$ cat src/logic/ddr_cmd_pkg.sv
/* DDR3 command definitions: address and bank widths, RCW opcodes,
   packed sequence word and per-cycle command bus */
package ddr_cmd_pkg;

    localparam int addr_w  = 15; // row / column address bits
    localparam int col_w   = 10; // column address bits
    localparam int bank_w  = 3;
    localparam int pause_w = 10; // pause count in NOP word address field

    localparam logic rd_sel = 1'b1; // half-cycle select used while reading

    // RAS/CAS/WE, positive logic
    typedef enum logic [2:0] {
        RCW_NOP       = 3'd0,
        RCW_READ      = 3'd2,
        RCW_ACTIVATE  = 3'd4,
        RCW_PRECHARGE = 3'd5
    } rcw_e;

    // one word of the sequence memory, 32 bits
    typedef struct packed {
        logic [4:0]        spare;
        logic              done;      // last word of the sequence
        logic              nop_after; // one NOP slot after the command
        logic              buf_rst;   // next page to the page buffer
        logic              buf_wr;    // page buffer write
        logic              dci;       // DCI disable
        logic              sel;       // half-cycle select
        rcw_e              rcw;
        logic [bank_w-1:0] bank;
        logic [addr_w-1:0] addr;      // row, column or pause count
    } cmd_word_t;

    // what goes out to the memory each cycle, all zero is NOP
    typedef struct packed {
        rcw_e              rcw;
        logic [addr_w-1:0] addr;
        logic [bank_w-1:0] bank;
        logic              sel;
        logic              dci;
        logic              buf_wr;
        logic              buf_rst;
    } ddr_cmd_t;

endpackage

$ cat src/logic/seq_ctrl_pkg.sv
/* sequencer control definitions: read request, control states,
   burst count width and sequence memory sizing */
package seq_ctrl_pkg;

    localparam int xfer_w      = 6;  // burst count, 0 means 64
    localparam int seq_aw      = 7;
    localparam int seq_depth   = 1 << seq_aw;
    localparam int seq_max_len = 71; // 64 reads plus 7 fixed words

    localparam logic [2:0] enc_loop_step = 3'd2; // READ step, repeated
    localparam logic [2:0] enc_last_step = 3'd7; // done NOP step

    typedef struct packed {
        logic [ddr_cmd_pkg::bank_w-1:0]  bank;
        logic [ddr_cmd_pkg::addr_w-1:0]  row;
        logic [ddr_cmd_pkg::col_w-4:0]   start_col;      // in 8-bursts
        logic [xfer_w-1:0]               num128;         // bursts of 8
        logic                            skip_next_page; // keep page buffer
    } rd_req_t;

    typedef enum logic [1:0] {
        ST_IDLE,
        ST_ENCODE,
        ST_PLAY
    } seq_state_e;

endpackage

$ cat src/logic/cmd_encoder_linear_rd.sv
/* linear page read encoder: walks a step table and writes
   ACTIVATE, READ burst, PRECHARGE words into the sequence memory */
`timescale 1ns/10ps

module cmd_encoder_linear_rd (
    input  logic                   clk,
    input  logic                   mrst,
    input  logic                   enc_start,
    input  seq_ctrl_pkg::rd_req_t  enc_req,
    output ddr_cmd_pkg::cmd_word_t enc_cmd,
    output logic                   enc_wr,
    output logic                   enc_done
);
    import ddr_cmd_pkg::*;
    import seq_ctrl_pkg::*;

    // word kind held in the step table
    typedef struct packed {
        rcw_e       rcw;
        logic [1:0] pause;     // extra NOP cycles
        logic       nop_after;
        logic       buf_wr;
        logic       dci;
        logic       sel;
        logic       pgnext;    // page buffer reset request
        logic       last;
    } kind_t;

    function automatic kind_t kind_of(input logic [2:0] s);
        kind_t k;
        k = '0;
        case (s)
            3'd0: k.rcw = RCW_ACTIVATE;
            3'd1: k.pause = 2'd1;         // tRCD
            3'd2: begin
                k.rcw       = RCW_READ;
                k.nop_after = 1'b1;       // one burst of 8 every 2 cycles
                k.buf_wr    = 1'b1;
                k.dci       = 1'b1;
                k.sel       = rd_sel;
            end
            3'd3: begin
                k.pause = 2'd1;           // let the last burst drain
                k.dci   = 1'b1;
                k.sel   = rd_sel;
            end
            3'd4: begin
                k.pgnext = 1'b1;
                k.dci    = 1'b1;
                k.sel    = rd_sel;
            end
            3'd5: begin
                k.rcw = RCW_PRECHARGE;
                k.dci = 1'b1;
            end
            3'd6: begin
                k.pause = 2'd2;           // tRP before anything else
                k.dci   = 1'b1;
            end
            default: k.last = 1'b1;
        endcase
        return k;
    endfunction

    logic [2:0]      step;
    logic            run;
    logic            tab_vld; // kind_r holds a word to encode
    kind_t           kind_r;
    logic [xfer_w:0] left;    // reads still to issue
    logic [col_w-4:0] col;
    rd_req_t         req_r;
    cmd_word_t       word;

    always_ff @(posedge clk) begin
        if (mrst) begin
            run     <= 1'b0;
            tab_vld <= 1'b0;
            step    <= '0;
        end else begin
            tab_vld <= enc_start | run;
            if (enc_start)
                run <= 1'b1;
            else if (run && step == enc_last_step)
                run <= 1'b0;
            if (!(enc_start || run))
                step <= '0;
            else if (step != enc_loop_step || left == {{xfer_w{1'b0}}, 1'b1})
                step <= step + 3'd1; // last step wraps to 0
        end
    end

    always_ff @(posedge clk) begin
        kind_r <= kind_of(step); // registered table
        if (enc_start) begin
            req_r <= enc_req;
            col   <= enc_req.start_col;
            left  <= {(enc_req.num128 == '0), enc_req.num128}; // 0 -> 64
        end else begin
            if (tab_vld && kind_r.rcw == RCW_READ)
                col <= col + (col_w - 3)'(1);
            if (run && step == enc_loop_step)
                left <= left - (xfer_w + 1)'(1);
        end
    end

    always_comb begin
        word           = '0;
        word.rcw       = kind_r.rcw;
        word.sel       = kind_r.sel;
        word.dci       = kind_r.dci;
        word.buf_wr    = kind_r.buf_wr;
        word.nop_after = kind_r.nop_after;
        word.done      = kind_r.last;
        word.buf_rst   = kind_r.pgnext & ~req_r.skip_next_page;
        case (kind_r.rcw)
            RCW_READ: begin
                word.addr = {{(addr_w - col_w){1'b0}}, col, 3'b000}; // 8-burst aligned
                word.bank = req_r.bank;
            end
            RCW_NOP: word.addr[pause_w-1:0] = pause_w'(kind_r.pause);
            default: begin
                word.addr = req_r.row; // ACTIVATE and PRECHARGE
                word.bank = req_r.bank;
            end
        endcase
    end

    always_ff @(posedge clk) begin
        enc_cmd <= word;
        if (mrst) begin
            enc_wr   <= 1'b0;
            enc_done <= 1'b0;
        end else begin
            enc_wr   <= tab_vld;
            enc_done <= enc_wr & ~tab_vld; // right after the last write
        end
    end

    // a new sequence may not start writing right behind the previous one
    a_no_wr_after_done: assert property (@(posedge clk) disable iff (mrst)
        enc_done |=> !enc_wr);

endmodule

$ cat src/logic/cmd_seq_mem.sv
/* sequence word memory, one write port and one registered read port */
`timescale 1ns/10ps

module cmd_seq_mem (
    input  logic                             clk,
    input  logic                             wr_en,
    input  logic [seq_ctrl_pkg::seq_aw-1:0]  wr_addr,
    input  ddr_cmd_pkg::cmd_word_t           wr_data,
    input  logic [seq_ctrl_pkg::seq_aw-1:0]  rd_addr,
    output ddr_cmd_pkg::cmd_word_t           rd_data
);
    import ddr_cmd_pkg::*;
    import seq_ctrl_pkg::*;

    cmd_word_t mem [seq_depth]; // encoder fills, player drains

    always_ff @(posedge clk) begin
        if (wr_en)
            mem[wr_addr] <= wr_data;
    end

    always_ff @(posedge clk) begin
        rd_data <= mem[rd_addr]; // one cycle read latency
    end

endmodule

$ cat src/logic/cmd_player.sv
/* sequence player: fetches words in order and expands pauses and
   NOP slots into one DDR command per cycle */
`timescale 1ns/10ps

module cmd_player (
    input  logic                             clk,
    input  logic                             mrst,
    input  logic                             play_start,
    output logic [seq_ctrl_pkg::seq_aw-1:0]  rd_addr,
    input  ddr_cmd_pkg::cmd_word_t           rd_data,
    output ddr_cmd_pkg::ddr_cmd_t            ddr_cmd,
    output logic                             play_done
);
    import ddr_cmd_pkg::*;
    import seq_ctrl_pkg::*;

    logic             run;
    logic             prime;  // first read in flight
    logic             fin;    // done word on the bus
    logic [pause_w:0] cnt;    // filler slots left for current word
    logic [pause_w:0] fill;   // filler slots of word on rd_data
    logic             issue;  // rd_data goes out this cycle
    logic             filler;
    logic             adv;    // next cycle issues, so prefetch
    ddr_cmd_t         slot;

    assign issue  = run & ~prime & (cnt == '0);
    assign filler = run & ~prime & (cnt != '0);

    always_comb begin
        fill = {1'b0, (rd_data.rcw == RCW_NOP) ? rd_data.addr[pause_w-1:0] : '0}
             + (pause_w + 1)'(rd_data.nop_after);
        adv  = prime
             | (issue & ~rd_data.done & (fill == '0))
             | (filler & (cnt == (pause_w + 1)'(1)));
    end

    always_comb begin
        slot         = '0;
        slot.sel     = rd_data.sel;
        slot.dci     = rd_data.dci;
        slot.buf_wr  = rd_data.buf_wr;
        slot.buf_rst = rd_data.buf_rst;
        if (rd_data.rcw != RCW_NOP) begin // NOP address is a pause count
            slot.rcw  = rd_data.rcw;
            slot.addr = rd_data.addr;
            slot.bank = rd_data.bank;
        end
    end

    always_ff @(posedge clk) begin
        if (mrst) begin
            run       <= 1'b0;
            prime     <= 1'b0;
            fin       <= 1'b0;
            play_done <= 1'b0;
            cnt       <= '0;
            rd_addr   <= '0;
            ddr_cmd   <= '0;
        end else begin
            prime     <= play_start;
            fin       <= issue & rd_data.done;
            play_done <= fin;
            ddr_cmd   <= issue ? slot : '0; // zeros on filler slots
            if (play_start) begin
                run     <= 1'b1;
                cnt     <= '0;
                rd_addr <= '0;
            end else begin
                if (issue && rd_data.done)
                    run <= 1'b0;
                if (issue)
                    cnt <= fill;
                else if (filler)
                    cnt <= cnt - (pause_w + 1)'(1);
                if (adv)
                    rd_addr <= rd_addr + seq_aw'(1);
            end
        end
    end

    // the encoder always ends a sequence with a done word
    a_rd_addr_bound: assert property (@(posedge clk) disable iff (mrst)
        rd_addr <= seq_aw'(seq_max_len));

endmodule

$ cat src/logic/seq_ctrl.sv
/* control FSM: accepts a read request, runs the encoder, then the player */
`timescale 1ns/10ps

module seq_ctrl (
    input  logic                             clk,
    input  logic                             mrst,
    input  logic                             req_start,
    input  seq_ctrl_pkg::rd_req_t            req,
    input  logic                             enc_done,
    input  logic                             enc_wr,
    input  logic                             play_done,
    output logic                             enc_start,
    output seq_ctrl_pkg::rd_req_t            enc_req,
    output logic [seq_ctrl_pkg::seq_aw-1:0]  wr_addr,
    output logic                             play_start,
    output logic                             busy,
    output logic                             seq_done
);
    import seq_ctrl_pkg::*;

    seq_state_e state;
    logic       accept;

    assign accept = req_start & (state == ST_IDLE); // starts while busy are dropped
    assign busy   = (state != ST_IDLE);

    always_ff @(posedge clk) begin
        if (accept)
            enc_req <= req; // held for the whole sequence
    end

    always_ff @(posedge clk) begin
        if (mrst) begin
            state      <= ST_IDLE;
            enc_start  <= 1'b0;
            play_start <= 1'b0;
            seq_done   <= 1'b0;
            wr_addr    <= '0;
        end else begin
            enc_start  <= accept;
            play_start <= 1'b0;
            seq_done   <= play_done;
            if (enc_start)
                wr_addr <= '0;
            else if (enc_wr)
                wr_addr <= wr_addr + seq_aw'(1); // one word per write
            case (state)
                ST_IDLE:
                    if (accept)
                        state <= ST_ENCODE;
                ST_ENCODE:
                    if (enc_done) begin
                        state      <= ST_PLAY;
                        play_start <= 1'b1;
                    end
                ST_PLAY:
                    if (play_done)
                        state <= ST_IDLE; // busy drops with seq_done
                default: state <= ST_IDLE;
            endcase
        end
    end

    // encoder only runs while the FSM waits for it
    a_enc_done_in_encode: assert property (@(posedge clk) disable iff (mrst)
        enc_done |-> state == ST_ENCODE);

endmodule

$ cat src/logic/linear_rd_top.sv
/* linear page read subsystem: controller, encoder, sequence memory, player */
`timescale 1ns/10ps

module linear_rd_top (
    input  logic                  clk,
    input  logic                  mrst,
    input  logic                  req_start,
    input  seq_ctrl_pkg::rd_req_t req,
    output logic                  busy,
    output ddr_cmd_pkg::ddr_cmd_t ddr_cmd,
    output logic                  seq_done
);
    import ddr_cmd_pkg::*;
    import seq_ctrl_pkg::*;

    logic              enc_start;
    rd_req_t           enc_req;
    cmd_word_t         enc_cmd;
    logic              enc_wr;
    logic              enc_done;
    logic [seq_aw-1:0] wr_addr;
    logic [seq_aw-1:0] rd_addr;
    cmd_word_t         rd_data;
    logic              play_start;
    logic              play_done;

    seq_ctrl ctrl_i (
        .clk        (clk),
        .mrst       (mrst),
        .req_start  (req_start),
        .req        (req),
        .enc_done   (enc_done),
        .enc_wr     (enc_wr),
        .play_done  (play_done),
        .enc_start  (enc_start),
        .enc_req    (enc_req),
        .wr_addr    (wr_addr),
        .play_start (play_start),
        .busy       (busy),
        .seq_done   (seq_done)
    );

    cmd_encoder_linear_rd enc_i (
        .clk       (clk),
        .mrst      (mrst),
        .enc_start (enc_start),
        .enc_req   (enc_req),
        .enc_cmd   (enc_cmd),
        .enc_wr    (enc_wr),
        .enc_done  (enc_done)
    );

    cmd_seq_mem mem_i (
        .clk     (clk),
        .wr_en   (enc_wr),
        .wr_addr (wr_addr),
        .wr_data (enc_cmd),
        .rd_addr (rd_addr),
        .rd_data (rd_data)
    );

    cmd_player player_i (
        .clk        (clk),
        .mrst       (mrst),
        .play_start (play_start),
        .rd_addr    (rd_addr),
        .rd_data    (rd_data),
        .ddr_cmd    (ddr_cmd),
        .play_done  (play_done)
    );

endmodule

$ cat config.mk
export PLATFORM = sky130hd
export DESIGN_NAME = linear_rd_top
export DESIGN_NICKNAME = d
export VERILOG_FILES = /design/src/logic/ddr_cmd_pkg.sv /design/src/logic/seq_ctrl_pkg.sv /design/src/logic/cmd_encoder_linear_rd.sv /design/src/logic/cmd_seq_mem.sv /design/src/logic/cmd_player.sv /design/src/logic/seq_ctrl.sv /design/src/logic/linear_rd_top.sv
export SDC_FILE = /design/constraint.sdc
export NUM_CORES = 2
export LEC_CHECK = 0
export BUFFER_PORTS_ARGS = -buffer_cell sky130_fd_sc_hd__buf_2
export CAP_MARGIN = 20
export CORE_MARGIN = 5
export CORE_UTILIZATION = 40
export DETAILED_ROUTE_END_ITERATION = 10
export SLEW_MARGIN = 40
export SYNTH_ARGS = -nofsm -noshare
export SYNTH_HDL_FRONTEND = slang
export SYNTH_SLANG_ARGS = --single-unit
$ cat constraint.sdc
create_clock -name clk -period 7 [get_ports clk]
set_input_delay 0.7 -clock clk [delete_from_list [all_inputs] [get_ports clk]]
set_output_delay 0.7 -clock clk [all_outputs]
set_load 0.02 [all_outputs]
==> impl_metrics.toml <==
[synth]
synth_edf_count = 3393
synth_area_per_cell_um2 = 21.9
syn-instance-count = 6146
synth.top_cell.area_share = 0.756
async_reset_ff_frac = 0
synth-warning-count = 0
yosysSeqAreaShare = 0.775
synth_area_leaders = "edfxtp_1, mux4_2, dfxtp_1, mux2i_1, mux2_2"
synth-main-ff-cell = "edfxtp_1"
synth.distinct_cells = 64
ys_ff_latch = 3521
netlist_area_um2 = 135000
synth_fp_nets = 6196
synthTopCellsByCount = "edfxtp_1, mux4_2, mux2i_1"
yosysMostFrequentCell = "edfxtp_1"
synth_top_area_cell = "edfxtp_1"

[setup_path]
rr_worst_depth = 9
slowest_delay_ns = 0.62
r2r_end = "mem_i.rd_data[13]"
cp.arrival_ns = 4.95
crit_start = "player_i.rd_addr[0]"
slowest_stage = "dfxtp_4"
crit_chain = "buf_12 > buf_12 > buf_4 > mux4_2 > mux2i_1 > o22ai_1 > o22ai_1 > and3_1 > a31oi_1"
start_kind = "flop"
cp.required_ns = 7.81
end_kind = "flop"
critPathMaxFanout = 46
critical_path_class = "flop to flop"
r2r_slack_ns = 2.85
reg2reg_from = "player_i.rd_addr[0]"

[power]
powerDensity_nw_per_um2 = 276
seqPwrFrac = 0.548
power.leakage_nw = 45.9
p_switching_mw = 8.63
p_total_mw = 42.7
p_clk_frac = 0.440
p_sw_frac = 0.202
intPower_mw = 34.0
ir_drop_v = 0.000199
p_comb_frac = 0.012

[cts]
cts_tree = "built"
numCtsBuffers = 356
cts_resized = 0
clockRootBuffer = "clkbuf_16"
cts.clk_slew.worst_paths_ns = 0.07
clk_latency_ns = 0.96
clock-sinks = 3521
cts_buffer_depth = 4
htreeDepth = 5

[run]
drv_cap = 0

[placed_design]
gp_congestion = 0.859
port_buffers = 61
pre_cts_ws_ns = 2.43
dp_hpwl_mm = 211

[timing]
fin_skew_ns = 0.0757
setup_ws_ns = 2.85
fin_crit_ns = 4.15
rsz0062_at_grt = "no"
hold_ws_ns = 0.0989
finalMaxSlewViolations = 0
worst-slew-pin-transition_ns = 0.989
fin_tns_setup_ns = 0
fmax_ghz = 0.241
slew_headroom = 0.340
period_share = 0.592
finalSetupViolations = 0
final_hold_viol_count = 0

[global_routing]
track_usage = 0.207
grt-ovfl-total = 0
grt_max_degree = 119
grt_pass1_vias = 65982
grt_first_pass_wirelength_mm = 517
antenna_found_initial = 19

[hold_path]
whs_path_depth = 3
min_from = "req_start"
hold_class = "input pin to flop"
min_delay_worst_endpoint = "ctrl_i.state[0]"

[drt]
vias = 66514
first_iter_violations = 8549
vias_per_cell = 5.86
first_pass_iters = 5
drt_wl_total_mm = 367
routed.top_layer = "met5"
met3WireLength_mm = 33.8
wl_per_cell_um = 32.4
route.met2.wl_mm = 170
wl_met1_mm = 151
drc_errors = 0
antenna_left = 0

[status]
outcome = "complete, no violations"

[floorplan]
io_pins = 62
initial_utilization = 0.401
fp.dieW_um = 590
coreArea_um2 = 336000
fp.dieArea_um2 = 349000
rows = 213
dieHeight_um = 590

[final_layout]
seq_area_um2 = 105000
drive_gt1_frac = 0.290
syn_to_final_growth_pct = 14.8
final_core_util = 0.460
fill_cells = 27558
multi_input_area_um2 = 29500
fin_nets = 6589
==> worst max-delay path, delay by kind of cell, from the launching register on <==
kind | cells | cell delay, ns
buffers and inverters | 3 | 1.08
and+or+nand+nor | 1 | 0.52
DFF | 1 | 0.62
muxes | 2 | 0.74
AOI/OAI and AO/OA | 3 | 0.96
==> power groups by stage <==
stage	Combinational [mW]	Clock (mW)	Sequential, mW
after floorplan	0.106	0	23.9
after global placement	0.412	0	23.9
after detailed placement	0.483	0	23.8
after CTS	0.497	19.1	23.4
after global routing	0.560	20.0	23.4
final	0.532	18.8	23.4
==> flip-flops by register name (all words and copies together) (netlist names), 2 cells and up <==
name / cells
mem_i.mem: 3328
player_i.rd_addr: 7
enc_i.left: 7
ctrl_i.state: 2
mem_i.rd_data: 26
ctrl_i.wr_addr: 7
player_i.ddr_cmd: 25
enc_i.col: 7
player_i.cnt: 11
enc_i.kind_r: 10
enc_i.step: 3
enc_i.req_r: 19
ctrl_i.enc_req: 32
enc_i.enc_cmd: 26
==> how the worst max path moves through the flow <==
stage                   endpoint  depth (start not counted)
3_3_place_gp    mem_i.rd_data[9]                          7
6_report       mem_i.rd_data[13]                          9
3_5_place_dp    mem_i.rd_data[8]                          8
5_1_grt        mem_i.rd_data[13]                          9
2_1_floorplan   mem_i.mem[81][0]                          4
4_1_cts         mem_i.rd_data[8]                          8
==> stage by stage <==
stage,area (um2),std cells
global route,155000,11337
detailed placement,143000,10657
finish,155000,11346
global placement,142000,10627
floorplan,135000,6146
CTS,154000,11330
==> what timing repair did <==
item,4_1_cts,5_1_grt
endpoints found under the hold margin,32,0
buffers inserted,0,0
hold buffers,32,0
==> cell usage in the layout, fill, tap and decap left out, types with 17 or more instances in the layout <==
| master | count |
|---|---|
| inv_1 | 17 |
| nand3_1 | 31 |
| nand2_1 | 112 |
| a21boi_0 | 24 |
| o21ai_0 | 93 |
| mux2_2 | 79 |
| buf_6 | 20 |
| clkbuf_1 | 73 |
| and2_1 | 23 |
| clkinv_2 | 67 |
| dfxtp_4 | 31 |
| mux4_2 | 832 |
| edfxtp_1 | 3393 |
| mux2i_1 | 240 |
| and3_1 | 23 |
| o22ai_1 | 33 |
| a221oi_1 | 35 |
| a21oi_1 | 132 |
| clkinv_1 | 69 |
| dfxtp_1 | 94 |
| nor2b_1 | 81 |
| buf_2 | 63 |
| nor2_1 | 57 |
| dlygate4sd3_1 | 32 |
| bufinv_16 | 32 |
| nor2_4 | 75 |
| nor2_2 | 56 |
| a211oi_1 | 73 |
| buf_4 | 213 |
| buf_12 | 28 |
| clkbuf_16 | 359 |
==> kinds of logic (layout without fill, tap and decap cells) <==
| group | count (synthesis) | after routing | synth area share |
|---|---|---|---|
| AO/OA/AOI/OAI | 519 | 519 | 0.0250 |
| adder cells (fa/ha/maj) | 15 | 15 | 0.00139 |
| multiplexers | 1152 | 1152 | 0.164 |
| buffers and inverters | 358 | 1034 | 0.0133 |
| flip-flops | 3521 | 3521 | 0.775 |
| other | 0 | 9 | 0 |
| XOR/XNOR | 25 | 25 | 0.00163 |
| AND/OR/NAND/NOR | 556 | 556 | 0.0199 |
==> cell type report <==
type / instances / share of cell area
antenna: 9 / 0.000146
clock buffer: 438 / 0.0604
clock inverter: 203 / 0.0135
inverter: 17 / 0.000413
multi-input combinational: 2267 / 0.191
sequential: 3521 / 0.676
tap: 4515 / 0.0365
timing repair buffer: 376 / 0.0225
==> layer usage <==
metal / GRT usage / up-vias
met3: 0.0420 / 627
met5: 0 / -
li1: - / 26634
met2: 0.318 / 3255
met4: 0.0651 / 6
met1: 0.300 / 35992
No activity file was read; power rests on OpenSTA's default activity.
